### src/source/fetch_cfg.svh
`ifndef FETCH_CFG_SVH
`define FETCH_CFG_SVH

// Address and data widths
`define ADDR_WIDTH 32
`define PADDR_WIDTH 20
`define INSTR_WIDTH 32

// Paging, 4 KiB pages
`define PPN_WIDTH 8
`define VPN_WIDTH 20
`define PAGE_OFFSET_WIDTH 12

// Instruction cache geometry
`define LINE_BYTES 16
`define CACHE_LINES 16

`define TLB_ENTRIES 4

// PC wraps inside 1 MiB
`define MEM_SIZE (1 << 20)
`define RESET_PC 4096

`endif
### src/source/fetch_pkg.sv
`include "fetch_cfg.svh"

package fetch_pkg;

  typedef struct packed {
    logic [`VPN_WIDTH-1:0]         vpn;
    logic [`PAGE_OFFSET_WIDTH-1:0] offset;
  } vaddr_fields_t;

  // Same word, seen flat or split into page number and offset
  typedef union packed {
    logic [`ADDR_WIDTH-1:0] word;
    vaddr_fields_t          fields;
  } vaddr_t;

  typedef enum logic [3:0] {
    NONE             = 4'd0,
    INSTR_PAGE_FAULT = 4'd12
  } excpt_cause_t;

  typedef enum logic [1:0] {
    BYTE = 2'd0,
    HALF = 2'd1,
    WORD = 2'd2
  } access_size_t;

endpackage : fetch_pkg

### src/source/fetch_stage.sv
`timescale 1ns/1ps
`include "fetch_cfg.svh"

module fetch_stage (
  input  logic                         clk_i,
  input  logic                         rst_i,
  input  logic                         vm_en_i,
  input  logic                         trap_bypass_mmu_i,
  input  logic                         ppn_is_present_i,
  input  logic                         flush_i,
  input  logic                         alu_branch_taken_i,
  input  logic                         is_jump_i,
  input  logic                         dec_stall_i,
  input  logic [`ADDR_WIDTH-1:0]       satp_data_i,
  input  logic [`ADDR_WIDTH-1:0]       next_pc_flush_i,
  input  logic [`ADDR_WIDTH-1:0]       pc_branch_offset_i,
  input  logic [`ADDR_WIDTH-1:0]       jump_address_i,
  input  logic                         instr_valid_i,
  input  logic [`LINE_BYTES*8-1:0]     instr_line_i,
  input  logic                         mem_gnt_i,
  output logic                         present_table_req_o,
  output logic [`PPN_WIDTH-1:0]        present_table_ppn_o,
  output logic                         rd_req_valid_o,
  output logic [`PADDR_WIDTH-1:0]      mem_req_addr_o,
  output fetch_pkg::access_size_t      req_access_size_o,
  output logic                         dec_valid_o,
  output logic                         dec_excpt_o,
  output logic [`ADDR_WIDTH-1:0]       dec_pc_o,
  output fetch_pkg::excpt_cause_t      dec_excpt_cause_o,
  output logic [`INSTR_WIDTH-1:0]      dec_instr_o
);

  import fetch_pkg::*;

  typedef enum logic [2:0] {
    S_IDLE       = 3'd0,
    S_REQ        = 3'd1,
    S_WAIT       = 3'd2,
    S_STALL      = 3'd3,
    S_FLUSH_WAIT = 3'd4
  } state_t;

  state_t state, state_d;

  logic [`ADDR_WIDTH-1:0]  pc, pc_d, pc_next;
  vaddr_t                  pc_va;
  logic                    halted, halted_d;
  logic                    mmu_en;
  logic                    redirect;
  logic [`ADDR_WIDTH-1:0]  redirect_pc;
  logic                    fill_busy;
  logic [`PADDR_WIDTH-1:0] paddr;
  logic                    item_ready;
  logic                    item_fault;

  // Stall buffer
  logic                    buf_wr;
  logic                    buf_excpt;
  logic [`INSTR_WIDTH-1:0] buf_instr;

  logic                    itlb_hit;
  logic                    itlb_wr_en;
  logic [`PPN_WIDTH-1:0]   itlb_ppn;

  logic                    iptw_req;
  logic                    iptw_valid;
  logic                    iptw_error;
  logic [`PPN_WIDTH-1:0]   iptw_ppn;
  logic [`PADDR_WIDTH-1:0] iptw_paddr;

  logic                    cache_req;
  logic                    cache_hit;
  logic                    cache_rvalid;
  logic [`INSTR_WIDTH-1:0] cache_rdata;

  assign pc_va     = pc;
  assign pc_next   = `ADDR_WIDTH'((pc + `ADDR_WIDTH'(4)) % `MEM_SIZE);
  assign mmu_en    = vm_en_i && !trap_bypass_mmu_i;
  assign redirect  = flush_i || alu_branch_taken_i || is_jump_i;
  assign fill_busy = (state == S_WAIT) || (state == S_FLUSH_WAIT);

  // Flush beats branch beats jump
  always_comb begin
    if (flush_i) begin
      redirect_pc = next_pc_flush_i;
    end else if (alu_branch_taken_i) begin
      redirect_pc = pc_branch_offset_i;
    end else begin
      redirect_pc = jump_address_i;
    end
  end

  itlb u_itlb (
    .clk_i   (clk_i),
    .rst_i   (rst_i),
    .flush_i (flush_i),
    .wr_en_i (itlb_wr_en),
    .vaddr_i (pc_va),
    .ppn_i   (iptw_ppn),
    .hit_o   (itlb_hit),
    .ppn_o   (itlb_ppn)
  );

  ptw u_ptw (
    .req_i            (iptw_req),
    .ppn_is_present_i (ppn_is_present_i),
    .vaddr_i          (pc_va),
    .satp_i           (satp_data_i),
    .valid_o          (iptw_valid),
    .error_o          (iptw_error),
    .ppn_o            (iptw_ppn),
    .paddr_o          (iptw_paddr)
  );

  instr_cache u_cache (
    .clk_i        (clk_i),
    .rst_i        (rst_i),
    .inv_i        (flush_i),
    .req_i        (cache_req),
    .addr_i       (paddr),
    .size_i       (req_access_size_o),
    .mem_gnt_i    (mem_gnt_i),
    .mem_rvalid_i (instr_valid_i),
    .mem_line_i   (instr_line_i),
    .hit_o        (cache_hit),
    .rvalid_o     (cache_rvalid),
    .rdata_o      (cache_rdata),
    .mem_req_o    (rd_req_valid_o),
    .mem_addr_o   (mem_req_addr_o)
  );

  assign present_table_ppn_o = iptw_ppn;
  assign req_access_size_o   = WORD;
  assign dec_pc_o            = pc;

  always_comb begin
    state_d             = state;
    pc_d                = pc;
    halted_d            = halted;
    itlb_wr_en          = 1'b0;
    iptw_req            = 1'b0;
    present_table_req_o = 1'b0;
    cache_req           = 1'b0;
    paddr               = pc_va.word[`PADDR_WIDTH-1:0];
    item_ready          = 1'b0;
    item_fault          = 1'b0;
    buf_wr              = 1'b0;
    dec_valid_o         = 1'b0;
    dec_excpt_o         = 1'b0;
    dec_excpt_cause_o   = NONE;
    dec_instr_o         = '0;

    if (redirect) begin
      pc_d     = redirect_pc;
      halted_d = 1'b0;
      // An outstanding fill must drain before the new fetch
      state_d  = (fill_busy && !cache_rvalid) ? S_FLUSH_WAIT : S_REQ;
    end else begin
      case (state)
        S_IDLE: begin
          if (!halted) begin
            state_d = S_REQ;
          end
        end
        S_REQ: begin
          if (mmu_en) begin
            if (itlb_hit) begin
              paddr = {itlb_ppn, pc_va.fields.offset};
            end else begin
              iptw_req            = 1'b1;
              present_table_req_o = 1'b1;
              paddr               = iptw_paddr;
              itlb_wr_en          = iptw_valid;
              item_fault          = iptw_error;
            end
          end
          if (item_fault) begin
            item_ready = 1'b1;
          end else begin
            cache_req = 1'b1;
            if (cache_hit) begin
              item_ready = 1'b1;
            end else begin
              state_d = S_WAIT;
            end
          end
        end
        S_WAIT: begin
          cache_req = 1'b1;
          if (cache_rvalid) begin
            item_ready = 1'b1;
          end
        end
        S_FLUSH_WAIT: begin
          // Abandoned line is dropped here
          if (cache_rvalid) begin
            state_d = S_REQ;
          end
        end
        S_STALL: begin
          dec_valid_o       = 1'b1;
          dec_excpt_o       = buf_excpt;
          dec_excpt_cause_o = buf_excpt ? INSTR_PAGE_FAULT : NONE;
          dec_instr_o       = buf_instr;
          if (!dec_stall_i) begin
            if (buf_excpt) begin
              halted_d = 1'b1;
              state_d  = S_IDLE;
            end else begin
              pc_d    = pc_next;
              state_d = S_REQ;
            end
          end
        end
        default: state_d = S_IDLE;
      endcase

      // Hand the item to decode or park it
      if (item_ready) begin
        if (dec_stall_i) begin
          buf_wr  = 1'b1;
          state_d = S_STALL;
        end else begin
          dec_valid_o       = 1'b1;
          dec_excpt_o       = item_fault;
          dec_excpt_cause_o = item_fault ? INSTR_PAGE_FAULT : NONE;
          dec_instr_o       = item_fault ? '0 : cache_rdata;
          if (item_fault) begin
            halted_d = 1'b1;
            state_d  = S_IDLE;
          end else begin
            pc_d    = pc_next;
            state_d = S_REQ;
          end
        end
      end
    end
  end

  always_ff @(posedge clk_i) begin
    if (!rst_i) begin
      state  <= S_IDLE;
      pc     <= `ADDR_WIDTH'(`RESET_PC);
      halted <= 1'b0;
    end else begin
      state  <= state_d;
      pc     <= pc_d;
      halted <= halted_d;
    end
  end

  always_ff @(posedge clk_i) begin
    if (buf_wr) begin
      buf_excpt <= item_fault;
      buf_instr <= item_fault ? '0 : cache_rdata;
    end
  end

endmodule : fetch_stage

### src/source/instr_cache.sv
`timescale 1ns/1ps
`include "fetch_cfg.svh"

module instr_cache (
  input  logic                      clk_i,
  input  logic                      rst_i,
  input  logic                      inv_i,
  input  logic                      req_i,
  input  logic [`PADDR_WIDTH-1:0]   addr_i,
  input  fetch_pkg::access_size_t   size_i,
  input  logic                      mem_gnt_i,
  input  logic                      mem_rvalid_i,
  input  logic [`LINE_BYTES*8-1:0]  mem_line_i,
  output logic                      hit_o,
  output logic                      rvalid_o,
  output logic [`INSTR_WIDTH-1:0]   rdata_o,
  output logic                      mem_req_o,
  output logic [`PADDR_WIDTH-1:0]   mem_addr_o
);

  import fetch_pkg::*;

  localparam int OFF_W  = $clog2(`LINE_BYTES);
  localparam int IDX_W  = $clog2(`CACHE_LINES);
  localparam int TAG_W  = `PADDR_WIDTH - OFF_W - IDX_W;
  localparam int WORDS  = `LINE_BYTES / 4;
  localparam int WSEL_W = (WORDS > 1) ? $clog2(WORDS) : 1;

  typedef enum logic [1:0] {
    C_IDLE      = 2'd0,
    C_REQ       = 2'd1,
    C_WAIT_LINE = 2'd2,
    C_DELIVER   = 2'd3
  } cstate_t;

  cstate_t state, state_d;

  logic [TAG_W-1:0]         tag_mem  [`CACHE_LINES];
  logic [`LINE_BYTES*8-1:0] data_mem [`CACHE_LINES];
  logic [`CACHE_LINES-1:0]  valid_q;

  logic [`PADDR_WIDTH-1:0] miss_addr;
  logic [`PADDR_WIDTH-1:0] rd_addr;
  logic [IDX_W-1:0]        rd_idx;
  logic [TAG_W-1:0]        rd_tag;
  logic [WSEL_W-1:0]       rd_word;
  logic [IDX_W-1:0]        fill_idx;
  logic                    legal_req;
  logic                    line_wr;

  // Fetches are word sized, anything else never looks up
  assign legal_req = req_i && (size_i == WORD);

  // Delivery reads back the line that was just filled
  assign rd_addr = (state == C_DELIVER) ? miss_addr : addr_i;
  assign rd_idx  = rd_addr[OFF_W +: IDX_W];
  assign rd_tag  = rd_addr[`PADDR_WIDTH-1 -: TAG_W];
  assign rd_word = rd_addr[2 +: WSEL_W];

  assign hit_o    = (state == C_IDLE) && legal_req && valid_q[rd_idx]
                    && (tag_mem[rd_idx] == rd_tag);
  assign rvalid_o = hit_o || (state == C_DELIVER);
  assign rdata_o  = data_mem[rd_idx][rd_word * 32 +: 32];

  assign fill_idx   = miss_addr[OFF_W +: IDX_W];
  assign line_wr    = (state == C_WAIT_LINE) && mem_rvalid_i;
  assign mem_req_o  = (state == C_REQ);
  assign mem_addr_o = {miss_addr[`PADDR_WIDTH-1:OFF_W], {OFF_W{1'b0}}};

  always_comb begin
    state_d = state;
    case (state)
      C_IDLE: begin
        if (legal_req && !hit_o) begin
          state_d = C_REQ;
        end
      end
      C_REQ: begin
        // Request held until granted
        if (mem_gnt_i) begin
          state_d = C_WAIT_LINE;
        end
      end
      C_WAIT_LINE: begin
        if (mem_rvalid_i) begin
          state_d = C_DELIVER;
        end
      end
      C_DELIVER: begin
        state_d = C_IDLE;
      end
      default: state_d = C_IDLE;
    endcase
  end

  always_ff @(posedge clk_i) begin
    if (!rst_i) begin
      state <= C_IDLE;
    end else begin
      state <= state_d;
    end
  end

  always_ff @(posedge clk_i) begin
    if (!rst_i) begin
      valid_q <= '0;
    end else begin
      if (inv_i) begin
        valid_q <= '0;
      end
      // A line landing during invalidate is fresh, keep it
      if (line_wr) begin
        valid_q[fill_idx] <= 1'b1;
      end
    end
  end

  always_ff @(posedge clk_i) begin
    if ((state == C_IDLE) && legal_req && !hit_o) begin
      miss_addr <= addr_i;
    end
  end

  always_ff @(posedge clk_i) begin
    if (line_wr) begin
      tag_mem[fill_idx]  <= miss_addr[`PADDR_WIDTH-1 -: TAG_W];
      data_mem[fill_idx] <= mem_line_i;
    end
  end

endmodule : instr_cache

### src/source/ptw.sv
`timescale 1ns/1ps
`include "fetch_cfg.svh"

module ptw (
  input  logic                    req_i,
  input  logic                    ppn_is_present_i,
  input  fetch_pkg::vaddr_t       vaddr_i,
  input  logic [`ADDR_WIDTH-1:0]  satp_i,
  output logic                    valid_o,
  output logic                    error_o,
  output logic [`PPN_WIDTH-1:0]   ppn_o,
  output logic [`PADDR_WIDTH-1:0] paddr_o
);

  logic [`PPN_WIDTH-1:0] table_base;
  logic [`PPN_WIDTH-1:0] vpn_low;

  assign table_base = satp_i[`PPN_WIDTH-1:0];
  assign vpn_low    = vaddr_i.fields.vpn[`PPN_WIDTH-1:0];

  // Single level, frame is base plus low page bits, wrapping
  assign ppn_o   = table_base + vpn_low;
  assign paddr_o = {ppn_o, vaddr_i.fields.offset};

  // Presence answered by the table in the same cycle
  assign valid_o = req_i && ppn_is_present_i;
  assign error_o = req_i && !ppn_is_present_i;

endmodule : ptw

### src/source/itlb.sv
`timescale 1ns/1ps
`include "fetch_cfg.svh"

module itlb (
  input  logic                  clk_i,
  input  logic                  rst_i,
  input  logic                  flush_i,
  input  logic                  wr_en_i,
  input  fetch_pkg::vaddr_t     vaddr_i,
  input  logic [`PPN_WIDTH-1:0] ppn_i,
  output logic                  hit_o,
  output logic [`PPN_WIDTH-1:0] ppn_o
);

  localparam int PTR_W = (`TLB_ENTRIES > 1) ? $clog2(`TLB_ENTRIES) : 1;

  logic [PTR_W-1:0]        rr_ptr;
  logic [`TLB_ENTRIES-1:0] entry_wr;
  logic [`TLB_ENTRIES-1:0] entry_hit;
  logic [`PPN_WIDTH-1:0]   entry_ppn [`TLB_ENTRIES];

  // Replacement pointer steps on every refill
  always_ff @(posedge clk_i) begin
    if (!rst_i) begin
      rr_ptr <= '0;
    end else if (wr_en_i) begin
      rr_ptr <= (rr_ptr == PTR_W'(`TLB_ENTRIES - 1)) ? '0 : rr_ptr + PTR_W'(1);
    end
  end

  for (genvar i = 0; i < `TLB_ENTRIES; i++) begin : g_entry
    assign entry_wr[i] = wr_en_i && (rr_ptr == PTR_W'(i));

    tlb_entry u_entry (
      .clk_i        (clk_i),
      .rst_i        (rst_i),
      .flush_i      (flush_i),
      .wr_en_i      (entry_wr[i]),
      .vpn_i        (vaddr_i.fields.vpn),
      .ppn_i        (ppn_i),
      .lookup_vpn_i (vaddr_i.fields.vpn),
      .hit_o        (entry_hit[i]),
      .ppn_o        (entry_ppn[i])
    );
  end

  assign hit_o = |entry_hit;

  // At most one entry matches
  always_comb begin
    ppn_o = '0;
    for (int i = 0; i < `TLB_ENTRIES; i++) begin
      if (entry_hit[i]) begin
        ppn_o = entry_ppn[i];
      end
    end
  end

endmodule : itlb

### src/source/tlb_entry.sv
`timescale 1ns/1ps
`include "fetch_cfg.svh"

module tlb_entry (
  input  logic                  clk_i,
  input  logic                  rst_i,
  input  logic                  flush_i,
  input  logic                  wr_en_i,
  input  logic [`VPN_WIDTH-1:0] vpn_i,
  input  logic [`PPN_WIDTH-1:0] ppn_i,
  input  logic [`VPN_WIDTH-1:0] lookup_vpn_i,
  output logic                  hit_o,
  output logic [`PPN_WIDTH-1:0] ppn_o
);

  logic                  valid_q;
  logic [`VPN_WIDTH-1:0] vpn_q;
  logic [`PPN_WIDTH-1:0] ppn_q;

  always_ff @(posedge clk_i) begin
    if (!rst_i || flush_i) begin
      valid_q <= 1'b0;
    end else if (wr_en_i) begin
      valid_q <= 1'b1;
    end
  end

  // Translation payload
  always_ff @(posedge clk_i) begin
    if (wr_en_i) begin
      vpn_q <= vpn_i;
      ppn_q <= ppn_i;
    end
  end

  assign hit_o = valid_q && (vpn_q == lookup_vpn_i);
  assign ppn_o = ppn_q;

endmodule : tlb_entry

### config.mk
export PLATFORM = sky130hd
export DESIGN_NAME = fetch_stage
export DESIGN_NICKNAME = d
export VERILOG_FILES = /design/src/source/fetch_pkg.sv /design/src/source/fetch_stage.sv /design/src/source/instr_cache.sv /design/src/source/ptw.sv /design/src/source/itlb.sv /design/src/source/tlb_entry.sv
export VERILOG_INCLUDE_DIRS = /design/src /design/src/source
export SDC_FILE = /design/constraint.sdc
export NUM_CORES = 2
export LEC_CHECK = 0
export ABC_AREA = 1
export BUFFER_PORTS_ARGS = -buffer_cell sky130_fd_sc_hd__buf_2
export CAP_MARGIN = 10
export CORE_MARGIN = 5
export CORE_UTILIZATION = 48
export DETAILED_ROUTE_END_ITERATION = 10
export GPL_TIMING_DRIVEN = 0
export HOLD_SLACK_MARGIN = 0.02
export PLACE_DENSITY_LB_ADDON = 0.08
export SETUP_SLACK_MARGIN = 0.3
export SLEW_MARGIN = 20
export SYNTH_ARGS = -nofsm -noshare
export SYNTH_HDL_FRONTEND = slang
export SYNTH_SLANG_ARGS = --single-unit
### constraint.sdc
create_clock -name clk_i -period 12.02 [get_ports clk_i]
set_input_delay 2.404 -clock clk_i [delete_from_list [all_inputs] [get_ports clk_i]]
set_output_delay 2.404 -clock clk_i [all_outputs]
set_load 0.05 [all_outputs]
==> run metrics <==
H-tree levels 5; status completed; Reg2Reg Depth 14; GRT Total Usage 32.12%; Max VDD drop 0.1645 mV; Seq cells post-synth 2463; final hold violation count 0; Layout Cells excl Fill 11870; Iter 0 DRT Violations 10270; Int Pwr 15100 uW; Area contributors post-synth edfxtp_1 (72%), o21ai_0 (6.7%), nor2_1 (5.5%), o22ai_1 (3.2%), nand2_1 (2.5%); via count 72820; Clock power frac 36.4%; Starting Density 48.37%; Reg2Reg Capture Point buf_instr[18]$_SDFFCE_PP0P_; largest net degree at the start of global routing 30; most frequent cells in the layout edfxtp_1 (2403), nor2_1 (1440), o21ai_0 (1338); Tightest Pin Transition 1278 ps; reg2reg start u_cache.state[0]$_SDFFE_PN0P_; num rows 167; final setup vio count 0; LEAKAGE 0.03949 uW; Num CTS Buffers 278; Area Growth Syn to Fin 17.25%; WHS Endpoint u_cache.valid_q[0]$_SDFF_PN0_; initial antenna violation count 53; Post-synth ARST share 0%; net switching power figure 6590 uW; Nets 9135; Post-CTS Hold Fix Bufs 0; Slew headroom 14.31%; postcts setup bufs 0; Synth top area share 71.89%; total power draw 21690 uW; die area 0.2183 mm^2; prevailing post-synth register cell edfxtp_1; crit-path cells ha_1 -> buf_2 -> nand2_1 -> o21ai_2 -> buf_4 -> buf_2 -> buf_2 -> clkbuf_1 -> clkbuf_1 -> clkbuf_1 -> nor2_1 -> o221ai_1 -> a31oi_1 -> o21ai_2 -> buf_2; hold_sp u_cache.valid_q[0]$_SDFF_PN0_; fin crit share 83.54%; worst-path fanout max 10; Cells on Worst Hold Path 2; Post-route DRC 0; Crit path max-delay family buffers and inverters; CP max stage cell clkbuf_1; drt wl/cell 30.34 um; IO Port Bufs 333; TNS Setup 0 ps; CP Data Arrival Time 7640 ps; sequential fraction of design power 44.2%; Cell Area, Synth 0.1004 mm^2; Post-Syn Instances 8070; Worst setup EP type output pin; vias in the first global route 68160; commonest non-fill, non-tap cell in the layout edfxtp_1; DP HPWL 251000 um; placed insts 11360; Yosys cell types 62; RSZ-0062 raised after global routing no; die height 467.3 um; drt via density 6.137; final slew viol count 0; max incr delay on CP 940 ps; cell mode on critical path buf_2; layout cells sized above 1 12.53%; YS warnings 0; Fin Hold WS 478.4 ps; CORE AREA 0.2075 mm^2; critical path class reg -> out; Power Density 184.3 mW/mm^2; grt total ovfl 0; Worst setup SP type register; Worst Skew 47.47 ps; CP bufs+invs 8; Hold Crit Class reg -> reg; I/O Pins 369; Final ANT Viol Nets 0; Clock Root Buffer clkbuf_16; number of flops mapped to enable cells by yosys 2403; CTS tree done; Clock transition at path regs 50 ps; Max Clock Freq 99.59 MHz; clk buf depth 4; first-pass GRT wire length 503900 um; combinational share of power 19.3%; CTS sink cnt 2463; leading area contributor after synthesis edfxtp_1; GP Congestion 0.9599; WL final 360000 um; post-cts sizing count 0; Worst-Skew Late Latency 930 ps; FF-to-FF setup slack 5770 ps; post-synthesis sequential area ratio 73.09%; max-cap violations 0; DR pass1 iterations 6; Die W 467.3 um; Tmin final 10040 ps; CP Data Required Time 9620 ps; Net Sw Frac 30.39%; Mapped Avg Cell Area 12.44 um^2
[cell usage after synthesis (33+ instances only)]
cell,instances
edfxtp_1,2403
o21bai_1,63
dfxtp_1,60
nor2_1,1459
o21ai_0,1338
a211oi_1,34
buf_2,67
a311oi_1,33
buf_4,47
o22ai_1,516
a31oi_1,34
o211ai_1,38
nand3_1,208
buf_1,34
inv_1,184
a21oi_1,65
nand2_1,680
o221ai_1,93
clkbuf_1,425
[sequential cells by signal, indices dropped and copies added (netlist names)]
register,count
u_itlb.g_entry.u_entry.vpn_q,80
halted,1
buf_instr,32
u_cache.miss_addr,18
u_cache.state,2
u_itlb.g_entry.u_entry.ppn_o,32
u_cache.valid_q,16
dec_pc_o,32
u_itlb.rr_ptr,2
u_cache.tag_mem,192
state,3
u_itlb.g_entry.u_entry.valid_q,4
buf_excpt,1
u_cache.data_mem,2048
[through the flow]
| stage | utilization (%) | cell area, um^2 | worst slack [ps] |
|---|---|---|---|
| floorplan | - | 100400 | 2797 |
| global placement | 50.87 | 105500 | -5731 |
| detailed placement | 52.71 | 109400 | 3048 |
| CTS | 56.67 | 117600 | 2128 |
| global route | 56.69 | 117600 | 1883 |
| finish | 56.72 | 117700 | 1979 |
[per-layer routing]
metal	vias to the layer above	global-route usage [%]	routed length, um
li1	31350	-	-
met1	36410	44.25	140500
met2	4287	49.71	164000
met3	752	6.581	37940
met4	16	14.37	17540
met5	-	0	99
[cells by family after synthesis]
logic type	Yosys count	share of synthesized area, %
DFF	2463	73.09
and+or+nand+nor	2455	9.878
AOI/OAI and AO/OA	2298	13.17
buffers and inverters	801	3.330
xor gates and xnor gates	32	0.2792
adders and majority gates	18	0.2319
other	2	0.007483
muxes	1	0.009973
[worst reg2reg max path: cells and delay by family (launching register included)]
| kind | cells | cell delay (ps) |
|---|---|---|
| adders and majority gates | 1 | 310 |
| and+or+nand+nor | 1 | 140 |
| DFF | 1 | 360 |
| AOI/OAI and AO/OA | 4 | 1530 |
| buffers and inverters | 8 | 3780 |
[power groups by stage]
stage / sequential, uW / clock (uW) / combinational [uW]
floorplan: 9790 / 0 / 2130
global placement: 9830 / 0 / 3980
detailed placement: 9780 / 0 / 4090
CTS: 9590 / 7950 / 4100
global route: 9600 / 8320 / 4420
finish: 9600 / 7900 / 4190
[worst max-delay path by stage]
stage                                        from                                 to  slack [ps]  depth (start not counted)
floorplan                          satp_data_i[0]               dec_excpt_cause_o[2]        2800                         20
global placement                    instr_valid_i  u_cache.data_mem[4][61]$_DFFE_PP_       -5730                          5
CTS                 u_cache.state[0]$_SDFFE_PN0P_                     dec_instr_o[8]        2130                         15
finish              u_cache.state[0]$_SDFFE_PN0P_                    dec_instr_o[31]        1980                         15
detailed placement             alu_branch_taken_i                     dec_instr_o[8]        3050                         24
global route        u_cache.state[1]$_SDFFE_PN0P_                     dec_instr_o[8]        1880                         15
[cell type report]
| type | instances | area [um^2] |
|---|---|---|
| fill | 17230 | 89800 |
| tap | 2788 | 3488 |
| clock inverter | 124 | 872.1 |
| antenna | 39 | 97.59 |
| clock buffer | 346 | 7338 |
| inverter | 220 | 840.8 |
| buffer | 581 | 2527 |
| sequential | 2463 | 73360 |
| timing repair buffer | 494 | 5301 |
| multi-input combinational | 4812 | 23860 |
Note: power is estimated with default switching activity, not from simulation.
